$ cat config.mk
export PLATFORM = sky130hd
export DESIGN_NAME = umi_reg_top
export DESIGN_NICKNAME = d
export VERILOG_FILES = /design/src/logic/umi_reg_pkg.sv /design/src/logic/reg_access_if.sv /design/src/logic/ctrl_regs.sv /design/src/logic/event_counters.sv /design/src/logic/resp_merge.sv /design/src/logic/umi_reg_top.sv /design/src/logic/umi_regif.sv
export SDC_FILE = /design/constraint.sdc
export NUM_CORES = 2
export LEC_CHECK = 0
export BUFFER_PORTS_ARGS = -buffer_cell sky130_fd_sc_hd__buf_2
export CAP_MARGIN = 20
export CELL_PAD_IN_SITES_DETAIL_PLACEMENT = 0
export CELL_PAD_IN_SITES_GLOBAL_PLACEMENT = 1
export CORE_MARGIN = 2
export CORE_UTILIZATION = 40
export DETAILED_ROUTE_END_ITERATION = 10
export GPL_ROUTABILITY_DRIVEN = 0
export PLACE_DENSITY = 0.6
export SLEW_MARGIN = 20
export SYNTH_ARGS = -nofsm -noshare
export SYNTH_HDL_FRONTEND = slang
export SYNTH_SLANG_ARGS = --single-unit
$ cat constraint.sdc
create_clock -name clk -period 20.2 [get_ports clk]
set_input_delay 2.02 -clock clk [delete_from_list [all_inputs] [get_ports clk]]
set_output_delay 2.02 -clock clk [all_outputs]
set_load 0.02 [all_outputs]
$ cat src/logic/umi_reg_pkg.sv
// UMI register target definitions
package umi_reg_pkg;

   //##############################
   // Widths
   //##############################
   localparam int AW = 64;    // Address width
   localparam int DW = 64;    // Data and register width
   localparam int CW = 32;    // Command width

   //##############################
   // Opcodes and error codes
   //##############################
   localparam logic [4:0] UMI_REQ_READ         = 5'h01;
   localparam logic [4:0] UMI_REQ_WRITE        = 5'h03;
   localparam logic [4:0] UMI_REQ_WRITE_POSTED = 5'h05;
   localparam logic [4:0] UMI_REQ_ATOMIC       = 5'h09;   // Unsupported, decode error

   localparam logic [4:0] UMI_RESP_READ  = 5'h02;
   localparam logic [4:0] UMI_RESP_WRITE = 5'h04;

   localparam logic [1:0] ERR_OK     = 2'b00;
   localparam logic [1:0] ERR_DECODE = 2'b11;

   // Address map, in 64-bit word indexes
   localparam int REG_IDX_LSB = 3;   // Byte offset within a word below this
   localparam int CTRL_BASE   = 0;   // Control bank
   localparam int CNT_BASE    = 16;  // Counter bank

   // Command word, seen as request on the way in and as response on the way out
   typedef union packed {
      struct packed {
         logic       ex;
         logic       eom;
         logic [1:0] prot;
         logic [3:0] qos;
         logic [7:0] atype;
         logic [7:0] len;
         logic [2:0] size;
         logic [4:0] opcode;
      } req;
      struct packed {
         logic [13:0] reserved;   // Zero in responses
         logic [1:0]  err;
         logic [7:0]  len;
         logic [2:0]  size;
         logic [4:0]  opcode;
      } resp;
   } umi_cmd_t;

endpackage

$ cat src/logic/reg_access_if.sv
// Register access bundle
`timescale 1ns/100ps
interface reg_access_if;

   import umi_reg_pkg::*;

   // Access issued by the front end, one per cycle
   logic          read;          // Read strobe
   logic          write;         // Write strobe, posted or not
   logic          resp_req;      // A response is owed
   logic [AW-1:0] addr;
   logic [DW-1:0] wrdata;
   umi_cmd_t      cmd;           // Request view
   logic [AW-1:0] srcaddr;       // Becomes response dstaddr

   // Bank replies
   logic          ctrl_hit;
   logic [DW-1:0] ctrl_rddata;
   logic          cnt_hit;
   logic [DW-1:0] cnt_rddata;

   logic          access_ready;  // Response queue has room

   modport master (output read, write, resp_req, addr, wrdata, cmd, srcaddr,
                   input  access_ready);
   modport ctrl   (input  read, write, addr, wrdata,
                   output ctrl_hit, ctrl_rddata);
   modport cnt    (input  read, write, addr, wrdata,
                   output cnt_hit, cnt_rddata);
   modport merge  (input  read, write, resp_req, addr, wrdata, cmd, srcaddr,
                   input  ctrl_hit, ctrl_rddata, cnt_hit, cnt_rddata,
                   output access_ready);

endinterface

$ cat src/logic/ctrl_regs.sv
// Control register bank
`timescale 1ns/100ps
module ctrl_regs
  #(parameter int N_CTRL = 8)   // Register count
   (input logic        clk,
    input logic        nreset,
    reg_access_if.ctrl acc);

   import umi_reg_pkg::*;

   localparam int IW = AW - REG_IDX_LSB;                    // Word index width
   localparam int SW = (N_CTRL > 1) ? $clog2(N_CTRL) : 1;   // Register select width

   logic [DW-1:0] regs [N_CTRL];
   logic [IW-1:0] word_idx;
   logic [IW-1:0] ofs;         // Index relative to bank base
   logic [SW-1:0] sel;
   logic          in_range;

   //##############################
   // Address decode
   //##############################
   assign word_idx = acc.addr[AW-1:REG_IDX_LSB];
   assign ofs      = word_idx - IW'(CTRL_BASE);   // Below base wraps to a huge offset
   assign in_range = (ofs < IW'(N_CTRL));
   assign sel      = ofs[SW-1:0];

   assign acc.ctrl_hit = in_range & (acc.read | acc.write);

   // Read data straight from the addressed register
   assign acc.ctrl_rddata = in_range ? regs[sel] : '0;

   //##############################
   // Register write
   //##############################
   always_ff @(posedge clk or negedge nreset)
   begin
      if (!nreset)
      begin
         for (int i = 0; i < N_CTRL; i++)
            regs[i] <= '0;
      end
      else if (acc.write && in_range)
      begin
         regs[sel] <= acc.wrdata;   // Full word only
      end
   end

endmodule

$ cat src/logic/event_counters.sv
// Event counter bank
`timescale 1ns/100ps
module event_counters
  #(parameter int N_CNT = 4)   // Counter count
   (input logic             clk,
    input logic             nreset,
    input logic [N_CNT-1:0] event_in,   // One event line per counter
    reg_access_if.cnt       acc);

   import umi_reg_pkg::*;

   localparam int IW = AW - REG_IDX_LSB;
   localparam int SW = (N_CNT > 1) ? $clog2(N_CNT) : 1;

   logic [DW-1:0] count [N_CNT];
   logic [IW-1:0] word_idx;
   logic [IW-1:0] ofs;
   logic [SW-1:0] sel;
   logic          in_range;
   logic          wr_hit;

   //##############################
   // Address decode
   //##############################
   assign word_idx = acc.addr[AW-1:REG_IDX_LSB];
   assign ofs      = word_idx - IW'(CNT_BASE);
   assign in_range = (ofs < IW'(N_CNT));
   assign sel      = ofs[SW-1:0];
   assign wr_hit   = acc.write & in_range;

   assign acc.cnt_hit = in_range & (acc.read | acc.write);

   // Value before this cycle's increment
   assign acc.cnt_rddata = in_range ? count[sel] : '0;

   //##############################
   // Counting
   //##############################
   always_ff @(posedge clk or negedge nreset)
   begin
      if (!nreset)
      begin
         for (int k = 0; k < N_CNT; k++)
            count[k] <= '0;
      end
      else
      begin
         for (int k = 0; k < N_CNT; k++)
         begin
            if (wr_hit && (sel == SW'(k)))
               count[k] <= acc.wrdata;        // Write wins over the event
            else if (event_in[k])
               count[k] <= count[k] + 1'b1;   // One per cycle held high
         end
      end
   end

endmodule

$ cat src/logic/resp_merge.sv
// Response builder and credit sender
`timescale 1ns/100ps
module resp_merge
  #(parameter int RESP_DEPTH = 4)   // Response queue entries
   (input  logic                       clk,
    input  logic                       nreset,
    input  logic                       resp_credit,
    output logic                       resp_valid,
    output logic [umi_reg_pkg::CW-1:0] resp_cmd,
    output logic [umi_reg_pkg::AW-1:0] resp_dstaddr,
    output logic [umi_reg_pkg::AW-1:0] resp_srcaddr,
    output logic [umi_reg_pkg::DW-1:0] resp_data,
    reg_access_if.merge                acc);

   import umi_reg_pkg::*;

   localparam int PW   = (RESP_DEPTH > 1) ? $clog2(RESP_DEPTH) : 1;
   localparam int CNTW = $clog2(RESP_DEPTH + 1);
   localparam int CRW  = 16;   // Credit counter, host may grant ahead

   umi_cmd_t        rsp_cmd;     // Response view of the command
   logic [DW-1:0]   rsp_data;
   logic            any_hit;
   logic            req_is_read;

   umi_cmd_t        q_cmd [RESP_DEPTH];
   logic [AW-1:0]   q_dst [RESP_DEPTH];
   logic [DW-1:0]   q_data [RESP_DEPTH];
   logic [PW-1:0]   wr_ptr;
   logic [PW-1:0]   rd_ptr;
   logic [CNTW-1:0] fill;
   logic [CRW-1:0]  credits;     // Response credits held
   logic            not_empty;
   logic            send;

   //##############################
   // Response build
   //##############################
   assign any_hit     = acc.ctrl_hit | acc.cnt_hit;
   assign req_is_read = (acc.cmd.req.opcode == UMI_REQ_READ) ||
                        (acc.cmd.req.opcode == UMI_REQ_ATOMIC);   // Atomics answer as reads

   always_comb
   begin
      rsp_cmd             = '0;
      rsp_cmd.resp.opcode = req_is_read ? UMI_RESP_READ : UMI_RESP_WRITE;
      rsp_cmd.resp.size   = acc.cmd.req.size;   // Echo only
      rsp_cmd.resp.len    = acc.cmd.req.len;
      rsp_cmd.resp.err    = any_hit ? ERR_OK : ERR_DECODE;
   end

   // Read data from whichever bank hit, zero for writes and misses
   always_comb
   begin
      rsp_data = '0;
      if (acc.read && acc.ctrl_hit)
         rsp_data = acc.ctrl_rddata;
      else if (acc.read && acc.cnt_hit)
         rsp_data = acc.cnt_rddata;
   end

   //##############################
   // Response queue
   //##############################
   always_ff @(posedge clk)
   begin
      if (acc.resp_req)
      begin
         q_cmd[wr_ptr]  <= rsp_cmd;
         q_dst[wr_ptr]  <= acc.srcaddr;   // Reply to the requester
         q_data[wr_ptr] <= rsp_data;
      end
   end

   assign not_empty        = (fill != '0);
   assign send             = not_empty & (credits != '0);
   assign acc.access_ready = (fill != CNTW'(RESP_DEPTH));   // Free slot left

   always_ff @(posedge clk or negedge nreset)
   begin
      if (!nreset)
      begin
         wr_ptr  <= '0;
         rd_ptr  <= '0;
         fill    <= '0;
         credits <= '0;
      end
      else
      begin
         if (acc.resp_req)
            wr_ptr <= (wr_ptr == PW'(RESP_DEPTH - 1)) ? '0 : wr_ptr + 1'b1;
         if (send)
            rd_ptr <= (rd_ptr == PW'(RESP_DEPTH - 1)) ? '0 : rd_ptr + 1'b1;
         fill    <= fill + CNTW'(acc.resp_req) - CNTW'(send);
         credits <= credits + CRW'(resp_credit) - CRW'(send);   // Grant and spend
      end
   end

   //##############################
   // Output beat
   //##############################
   always_ff @(posedge clk or negedge nreset)
   begin
      if (!nreset)
         resp_valid <= 1'b0;
      else
         resp_valid <= send;   // One cycle per response
   end

   always_ff @(posedge clk)
   begin
      if (send)
      begin
         resp_cmd     <= q_cmd[rd_ptr];
         resp_dstaddr <= q_dst[rd_ptr];
         resp_data    <= q_data[rd_ptr];
      end
   end

   assign resp_srcaddr = '0;   // No source address in responses

endmodule

$ cat src/logic/umi_reg_top.sv
// UMI register target top
`timescale 1ns/100ps
module umi_reg_top
  #(parameter int GRPOFFSET  = 24,
    parameter int GRPAW      = 4,
    parameter int GRPID      = 3,
    parameter int REQ_DEPTH  = 4,   // Host starts with this many credits
    parameter int RESP_DEPTH = 4,
    parameter int N_CTRL     = 8,
    parameter int N_CNT      = 4)
   (input  logic                       clk,
    input  logic                       nreset,
    // Request channel
    input  logic                       req_valid,
    input  logic [umi_reg_pkg::CW-1:0] req_cmd,
    input  logic [umi_reg_pkg::AW-1:0] req_dstaddr,
    input  logic [umi_reg_pkg::AW-1:0] req_srcaddr,
    input  logic [umi_reg_pkg::DW-1:0] req_data,
    output logic                       req_credit,
    // Response channel
    output logic                       resp_valid,
    output logic [umi_reg_pkg::CW-1:0] resp_cmd,
    output logic [umi_reg_pkg::AW-1:0] resp_dstaddr,
    output logic [umi_reg_pkg::AW-1:0] resp_srcaddr,
    output logic [umi_reg_pkg::DW-1:0] resp_data,
    input  logic                       resp_credit,
    // Counter events
    input  logic [N_CNT-1:0]           event_in);

   reg_access_if acc_if ();   // Shared access bus

   umi_regif #(.GRPOFFSET(GRPOFFSET), .GRPAW(GRPAW), .GRPID(GRPID), .REQ_DEPTH(REQ_DEPTH))
   regif0 (.clk         (clk),
           .nreset      (nreset),
           .req_valid   (req_valid),
           .req_cmd     (req_cmd),
           .req_dstaddr (req_dstaddr),
           .req_srcaddr (req_srcaddr),
           .req_data    (req_data),
           .req_credit  (req_credit),
           .acc         (acc_if.master));

   ctrl_regs #(.N_CTRL(N_CTRL))
   ctrl0 (.clk(clk), .nreset(nreset), .acc(acc_if.ctrl));

   event_counters #(.N_CNT(N_CNT))
   cnt0 (.clk(clk), .nreset(nreset), .event_in(event_in), .acc(acc_if.cnt));

   resp_merge #(.RESP_DEPTH(RESP_DEPTH))
   merge0 (.clk          (clk),
           .nreset       (nreset),
           .resp_credit  (resp_credit),
           .resp_valid   (resp_valid),
           .resp_cmd     (resp_cmd),
           .resp_dstaddr (resp_dstaddr),
           .resp_srcaddr (resp_srcaddr),
           .resp_data    (resp_data),
           .acc          (acc_if.merge));

endmodule

$ cat src/logic/umi_regif.sv
// UMI request front end
`timescale 1ns/100ps
module umi_regif
  #(parameter int GRPOFFSET = 24,   // Group field position in dstaddr
    parameter int GRPAW     = 4,    // Group field width
    parameter int GRPID     = 3,    // This device's group
    parameter int REQ_DEPTH = 4)    // Request buffer entries, also host credits
   (input  logic                         clk,
    input  logic                         nreset,
    input  logic                         req_valid,
    input  umi_reg_pkg::umi_cmd_t        req_cmd,
    input  logic [umi_reg_pkg::AW-1:0]   req_dstaddr,
    input  logic [umi_reg_pkg::AW-1:0]   req_srcaddr,
    input  logic [umi_reg_pkg::DW-1:0]   req_data,
    output logic                         req_credit,
    reg_access_if.master                 acc);

   import umi_reg_pkg::*;

   localparam int PW   = (REQ_DEPTH > 1) ? $clog2(REQ_DEPTH) : 1;
   localparam int CNTW = $clog2(REQ_DEPTH + 1);
   localparam logic [GRPAW-1:0] GRP_SEL  = GRPAW'(GRPID);
   localparam logic [AW-1:0]    GRP_MASK = AW'({GRPAW{1'b1}}) << GRPOFFSET;   // Group field bits

   // Request buffer storage
   umi_cmd_t        fifo_cmd [REQ_DEPTH];
   logic [AW-1:0]   fifo_dst [REQ_DEPTH];
   logic [AW-1:0]   fifo_src [REQ_DEPTH];
   logic [DW-1:0]   fifo_data [REQ_DEPTH];

   logic [PW-1:0]   wr_ptr;
   logic [PW-1:0]   rd_ptr;
   logic [CNTW-1:0] fill;         // Entries held

   umi_cmd_t        head_cmd;
   logic [AW-1:0]   head_dst;
   logic            not_empty;
   logic            issue;        // Head leaves the buffer this cycle
   logic            group_match;
   logic            head_read;
   logic            head_write;
   logic            head_posted;

   //##############################
   // Request buffer
   //##############################

   // Host never sends without a credit, so no full check
   always_ff @(posedge clk)
   begin
      if (req_valid)
      begin
         fifo_cmd[wr_ptr]  <= req_cmd;
         fifo_dst[wr_ptr]  <= req_dstaddr;
         fifo_src[wr_ptr]  <= req_srcaddr;
         fifo_data[wr_ptr] <= req_data;
      end
   end

   always_ff @(posedge clk or negedge nreset)
   begin
      if (!nreset)
      begin
         wr_ptr <= '0;
         rd_ptr <= '0;
         fill   <= '0;
      end
      else
      begin
         if (req_valid)
            wr_ptr <= (wr_ptr == PW'(REQ_DEPTH - 1)) ? '0 : wr_ptr + 1'b1;
         if (issue)
            rd_ptr <= (rd_ptr == PW'(REQ_DEPTH - 1)) ? '0 : rd_ptr + 1'b1;
         fill <= fill + CNTW'(req_valid) - CNTW'(issue);
      end
   end

   assign not_empty = (fill != '0);
   assign issue     = not_empty & acc.access_ready;   // Wait for a queue slot
   assign head_cmd  = fifo_cmd[rd_ptr];
   assign head_dst  = fifo_dst[rd_ptr];

   //##############################
   // Decode and issue
   //##############################
   assign head_read   = (head_cmd.req.opcode == UMI_REQ_READ);
   assign head_write  = (head_cmd.req.opcode == UMI_REQ_WRITE);
   assign head_posted = (head_cmd.req.opcode == UMI_REQ_WRITE_POSTED);
   assign group_match = (head_dst[GRPOFFSET +: GRPAW] == GRP_SEL);

   // Misses and atomics get no strobe, only a response
   assign acc.read     = issue & group_match & head_read;
   assign acc.write    = issue & group_match & (head_write | head_posted);
   assign acc.resp_req = issue & ~head_posted;   // Posted writes stay silent

   assign acc.addr    = head_dst & ~GRP_MASK;   // Banks see the offset within the group
   assign acc.wrdata  = fifo_data[rd_ptr];
   assign acc.cmd     = head_cmd;
   assign acc.srcaddr = fifo_src[rd_ptr];

   assign req_credit = issue;   // Slot freed, one credit back

endmodule

After elaboration in Yosys (flattened, before gate mapping) --
Memories as Yosys holds them, arrays and structs flattened. A register that Yosys moved wholly into a read port is not among the register bits. Cells that the tools add are included.
Word-level totals: bits in latches 0, input bits 232, memories kept 7, memory bits (writable) 1472, bits in read-only memories 0, output and inout bits 226, bits in registers 831, word-level logic and storage cells 124
Memory list:
- merge0.q_data | depth 4, bits a word 64, read ports 1, clocked after Yosys merged registers in 1, wr ports 1, line resp_merge.sv:28 | logic [DW-1:0] q_data [RESP_DEPTH];
- merge0.q_dst | depth 4, bits a word 64, read ports 1, clocked after Yosys merged registers in 1, wr ports 1, line resp_merge.sv:27 | logic [AW-1:0] q_dst [RESP_DEPTH];
- regif0.fifo_data | depth 4, bits a word 64, read ports 1, clocked after Yosys merged registers in 0, wr ports 1, line umi_regif.sv:29 | logic [DW-1:0] fifo_data [REQ_DEPTH];
- regif0.fifo_dst | depth 4, bits a word 64, read ports 1, clocked after Yosys merged registers in 0, wr ports 1, line umi_regif.sv:27 | logic [AW-1:0] fifo_dst [REQ_DEPTH];
- regif0.fifo_src | depth 4, bits a word 64, read ports 1, clocked after Yosys merged registers in 0, wr ports 1, line umi_regif.sv:28 | logic [AW-1:0] fifo_src [REQ_DEPTH];
- regif0.fifo_cmd | depth 4, bits a word 32, read ports 1, clocked after Yosys merged registers in 0, wr ports 1, line umi_regif.sv:26 | umi_cmd_t fifo_cmd [REQ_DEPTH];
- +1 memories
Cells by class: $add $sub $neg 15, div/mod/pow operators 0, mux-type cells 31, $mul 0, order comparisons 5, reductions and logical operators 17, shift operators 0, eq/ne operators 13, bitwise operators 15
Operators by type and width (count):
- $mux 64 | 17
- $bwmux 512 | 1
- $add 64x1->64 const B | 4
- $bmux 64 s3 | 1
- $demux 64 s3 | 1
- $bmux 64 s2 | 1
- $lt 61x3->1 const B | 1
- $lt 61x4->1 const B | 1
- $sub 61x5->61 const B | 1
- $add 16x1->16 | 1
- $reduce_bool 16->1 | 1
- $sub 16x1->16 | 1
- $eq 2x2->1 const B | 6
- $mux 2 | 5
- $and 1x1->1 | 9
- $add 2x1->2 const B | 4
- $logic_and 1x1->1 | 8
- $reduce_bool 2->1 | 4
- $add 3x1->3 | 2
- $reduce_bool 3->1 | 2
- $sub 3x1->3 | 2
- $eq 5x1->1 const B | 1
- $eq 5x2->1 const B | 1
- $eq 5x3->1 const B | 1
- 15 further kinds | 20

Depth between registers and ports, before layout --
word-level depth 9, mapped depth 21, gate-level depth less buffers 19

Modules after synthesis --
Synthesis repeated with hierarchy kept, for this count alone.
Second synthesis, totals: cells, all modules 5535, area total of the unflattened synthesis 99136.3 um^2
By module, submodules not included:
- umi_regif | cells each 1219, area each 32681.3 um^2, sequential area each 27081.0 um^2, times used 1
- resp_merge | cells each 1234, area each 27707.8 um^2, sequential area each 21921.0 um^2, times used 1
- ctrl_regs | cells each 1503, area each 21708.3 um^2, sequential area each 12812.3 um^2, times used 1
- event_counters | cells each 1579, area each 17038.8 um^2, sequential area each 6406.1 um^2, times used 1

Worst setup path after synthesis --
No wires, ideal clock.
path type register -> register, from register merge0.credits[4], to register merge0.credits[14], slack 8.550 ns, required time 20.050 ns, clock period less this slack 11.650 ns, path buffers 0, cell stages (with the launch flop) 18, setup time 0.150 ns, arrival 11.500 ns, cells stage by stage dfrtp_1 inv_1 ha_1 a41oi_1 ha_1 inv_1 ha_1 inv_1 fa_1 nand2b_1 a21oi_1 o21ai_0 a21oi_1 o21a_1 o21bai_1 a211oi_1 o21a_1 o311ai_0
Between the ends: cells in the longest elaborated chain, start to end 3, elaborated cells between the ends (all ways) 4, classes of those cells add/sub (2); bitwise (1); reduce/logical (1)
Ends and longest elaborated chain:
- start: declaration | line resp_merge.sv:32 | logic [CRW-1:0] credits;
- start signal: assignment | line resp_merge.sv:95 | credits <= credits + CRW'(resp_credit) - CRW'(send);
- $reduce_bool 16->1 | line resp_merge.sv:76 | assign send = not_empty & (credits != '0);
- $and 1x1->1 | line resp_merge.sv:76
- named net merge0.send | line resp_merge.sv:34 | logic send;
- $sub 16x1->16 | line resp_merge.sv:95
The timed path passes the listed nets, and every way through them passes these cells. A chain may end at the register's enable or synchronous reset.

Worst setup path after layout --
from register regif0.rd_ptr[0], to register cnt0.count[216] (netlist name)
Between the ends: cells in the longest elaborated chain, start to end 7, elaborated cells between the ends (all ways) 16, classes of those cells add/sub (1); order compare (1); eq/ne (3); mux (1); bitwise (4); reduce/logical (3); memory (3)
Ends and longest elaborated chain:
- start: declaration | line umi_regif.sv:32 | logic [PW-1:0] rd_ptr;
- start signal: assignment | line umi_regif.sv:73 | rd_ptr <= (rd_ptr == PW'(REQ_DEPTH - 1)) ? '0 : rd_ptr + 1'b1;
- branches (longest 7 deep; another with $mem_v2 4x64)
- end signal: indexed assignment | line event_counters.sv:51 | count[k] <= acc.wrdata;
- end signal: indexed assignment | line event_counters.sv:53 | count[k] <= count[k] + 1'b1;
- end: declaration | line event_counters.sv:15 | logic [DW-1:0] count [N_CNT];
Parallel ways; which one is timed is not known.

==> reports/summary.txt <==
Outcome: completed
PostCTS Resize Cnt: 0
Seq cells post-synth: 2,329
Setup Fix Bufs, Post-CTS: 0
Register area share after synthesis: 0.680
Hold Fails Final Rpt: 0
CTS Buf Count: 278
Slowest CP cell: nor4_2
Worst skew pair latency: 910 ps
Max cap viols: 0
Cell Rows: 180
Final period util: 0.355
DR vias: 50,058
DP HPWL: 147,000 um
Initial core utilization: 0.403
Power per cell area: 139 nW/um^2
Clock Tree Root: clkbuf_16
RSZ-0062 raised after global routing: no
Remaining global-route overflow: 0
Arrival time of the worst setup path: 7910 ps
Via density: 5.40
GRT Resource Usage Total: 0.193
Synth cell types: 73
Fin area: 111,000 um^2
CP Launch Type: flop
Die Width: 496 um
Hold-fix buffers, CTS: 0
Residual DRC: 0
I/O pin count: 458
Crit end category: flop
Main synth FF type: edfxtp_1
Synth warn: 0
Slew @ Worst Pin: 1210 ps
First-pass GRT wire length: 353,000 um
Share of layout cells above drive strength 1: 0.332
Largest net degree at the start of global routing: 168
CP Data Required Time: 20,940 ps
Area growth from synthesis to layout: 14.3%
Core area: 241,000 um^2
Syn Inst Count: 5,449
Post-placement cell count: 8,785
FFs w/ async S/R, synth: 0.343
Most common cell after layout, fill and taps aside: edfxtp_1
Fin crit period: 7160 ps
Syn Area/Cell: 17.8 um^2
Number of flops mapped to enable cells by yosys: 1,530
Reg clk slew, reported paths: 60 ps
Final wirelength: 238,000 um
Port Buf Inserts: 357
Nets: 6,157
Initial antenna violation count: 47
Setup WS post-layout: 13,040 ps
Die Span Y: 496 um
Leak Pwr: 43.0 nW
Rel. slew slack: 0.193
Worst vdd ir: 0.123 mV
Mapped cell area: 96,900 um^2
CTS HTree Levels: 5
Placement Cell Area: 102,000 um^2
Final Max Tran Viols: 0
Reg2reg path depth: 11
Worst hold stages: 1
Num Clock Sinks: 2,329
Worst path most repeated cell: buf_4
Max Fclk: 0.140 GHz
Layout Cells excl Fill: 9,272
Setup Skew: 63.4 ps
Bufs on Longest Clock Path: 4
Die area: 246,000 um^2
Highest-count cells in the layout ignoring fill and taps: edfxtp_1, dfrtp_1, mux2_2
Initial detailed-routing violation count: 3,484
Min-Delay Path Class: flop to flop
Largest stage delay, worst path: 880 ps
CTS tree: done
Vias in the first global route: 52,790
Drt first pass iters: 5
Wire per inst: 25.6 um
Pre-CTS WS: 12,910 ps
Setup tns final: 0 ps
CP Cell Sequence: buf_4, buf_4, mux4_2, or4_1, or2_2, o31ai_1, nand3_1, nor4_2, nand3_4, buf_4, mux2_2
Kind of critical path: flop to flop
Final Setup Violations: 0
Worst Path Max Fanout: 38
Routed Antenna Nets: 0
metal layers:
metal  up-vias  wire length (um)  track usage
li1      21908                 -            -
met1     26728            107000        0.271
met2      1000            115000        0.314
met3       388             10600       0.0324
met4        34              5280       0.0462
met5         -               228            0
flip-flops by register name, indices dropped and copies added, names as in the netlist:
| name | flops |
|---|---|
| ctrl0.regs | 512 |
| cnt0.count | 256 |
| merge0.q_data | 256 |
| merge0.q_dst | 256 |
| regif0.fifo_data | 256 |
| regif0.fifo_src | 256 |
| regif0.fifo_dst | 244 |
| merge0.resp_data | 64 |
| merge0.resp_dstaddr | 64 |
| regif0.fifo_cmd | 64 |
| merge0.q_cmd | 56 |
| merge0.credits | 16 |
| merge0.resp_cmd | 14 |
| merge0.fill | 3 |
| regif0.fill | 3 |
| merge0.rd_ptr | 2 |
| merge0.wr_ptr | 2 |
| regif0.rd_ptr | 2 |
| regif0.wr_ptr | 2 |
| merge0.resp_valid | 1 |
critical path, delay by kind of cell (launching register included):
| kind | cells | cell delay [ps] |
|---|---|---|
| AND/OR/NAND/NOR | 5 | 2760 |
| buffers and inverters | 3 | 1830 |
| multiplexers | 2 | 1020 |
| flip-flops | 1 | 780 |
| AO/OA/AOI/OAI | 1 | 420 |
report_power, final:
part           switching (mW)  internal (mW)  total, mW
Sequential              0.328           6.39       6.72
Combinational            2.55           1.44       3.99
Clock                    1.90           2.83       4.74
area by class of cell:
cell class	count	area, um^2
timing repair buffer	443	2550
sequential	2329	66000
fill	20797	130000
clock inverter	116	1030
multi-input combinational	2671	29100
inverter	157	589
tap	3185	3990
clock buffer	358	7550
antenna	13	32.5
worst paths after layout:
path	startpoint	slack, ps	endpoint
min	regif0.fill[2]	470	regif0.fill[2]
max in group asynchronous	nreset	15540	regif0.rd_ptr[1]
min reg2reg	regif0.fill[2]	470	regif0.fill[2]
max	regif0.rd_ptr[0]	13040	cnt0.count[216]
max reg2reg	regif0.rd_ptr[0]	13040	cnt0.count[216]
min in group asynchronous	nreset	1210	ctrl0.regs[4]
synth_stat cells, types with 16 or more instances:
cell	n	area share
xnor2_1	167	0.015
buf_2	81	0.0042
edfxtp_1	1530	0.47
buf_4	90	0.0070
clkbuf_1	146	0.0057
nor3_1	47	0.0024
inv_1	157	0.0061
nand3_1	114	0.0059
mux2_2	624	0.072
nand2_1	213	0.0082
dfrtp_1	799	0.21
xor2_1	112	0.010
nand4_1	58	0.0037
nor2_1	120	0.0046
mux2i_1	149	0.015
or4_1	18	0.0014
nor4_1	23	0.0015
o32ai_1	66	0.0060
and2_1	16	0.0010
buf_1	54	0.0021
o21ai_0	89	0.0046
ha_1	42	0.0054
and3_1	52	0.0034
mux4_2	518	0.12
stage by stage:
step | total power [mW] | util | hold slack [ps]
after floorplan | 9.58 | - | 445
after global placement | 10.9 | 0.424 | 457
after detailed placement | 11.0 | 0.424 | 467
after CTS | 15.8 | 0.460 | 477
after global routing | 16.2 | 0.460 | 497
final | 15.4 | 0.460 | 471
kinds of logic after synthesis:
family	Yosys count	synth area share
flip-flops	2329	0.680
multiplexers	1296	0.209
AND/OR/NAND/NOR	747	0.0389
buffers and inverters	529	0.0251
XOR/XNOR	279	0.0252
AO/OA/AOI/OAI	223	0.0158
adder cells (fa/ha/maj)	45	0.00604
other	1	0.0000387
(Power assumes the default switching activity.)
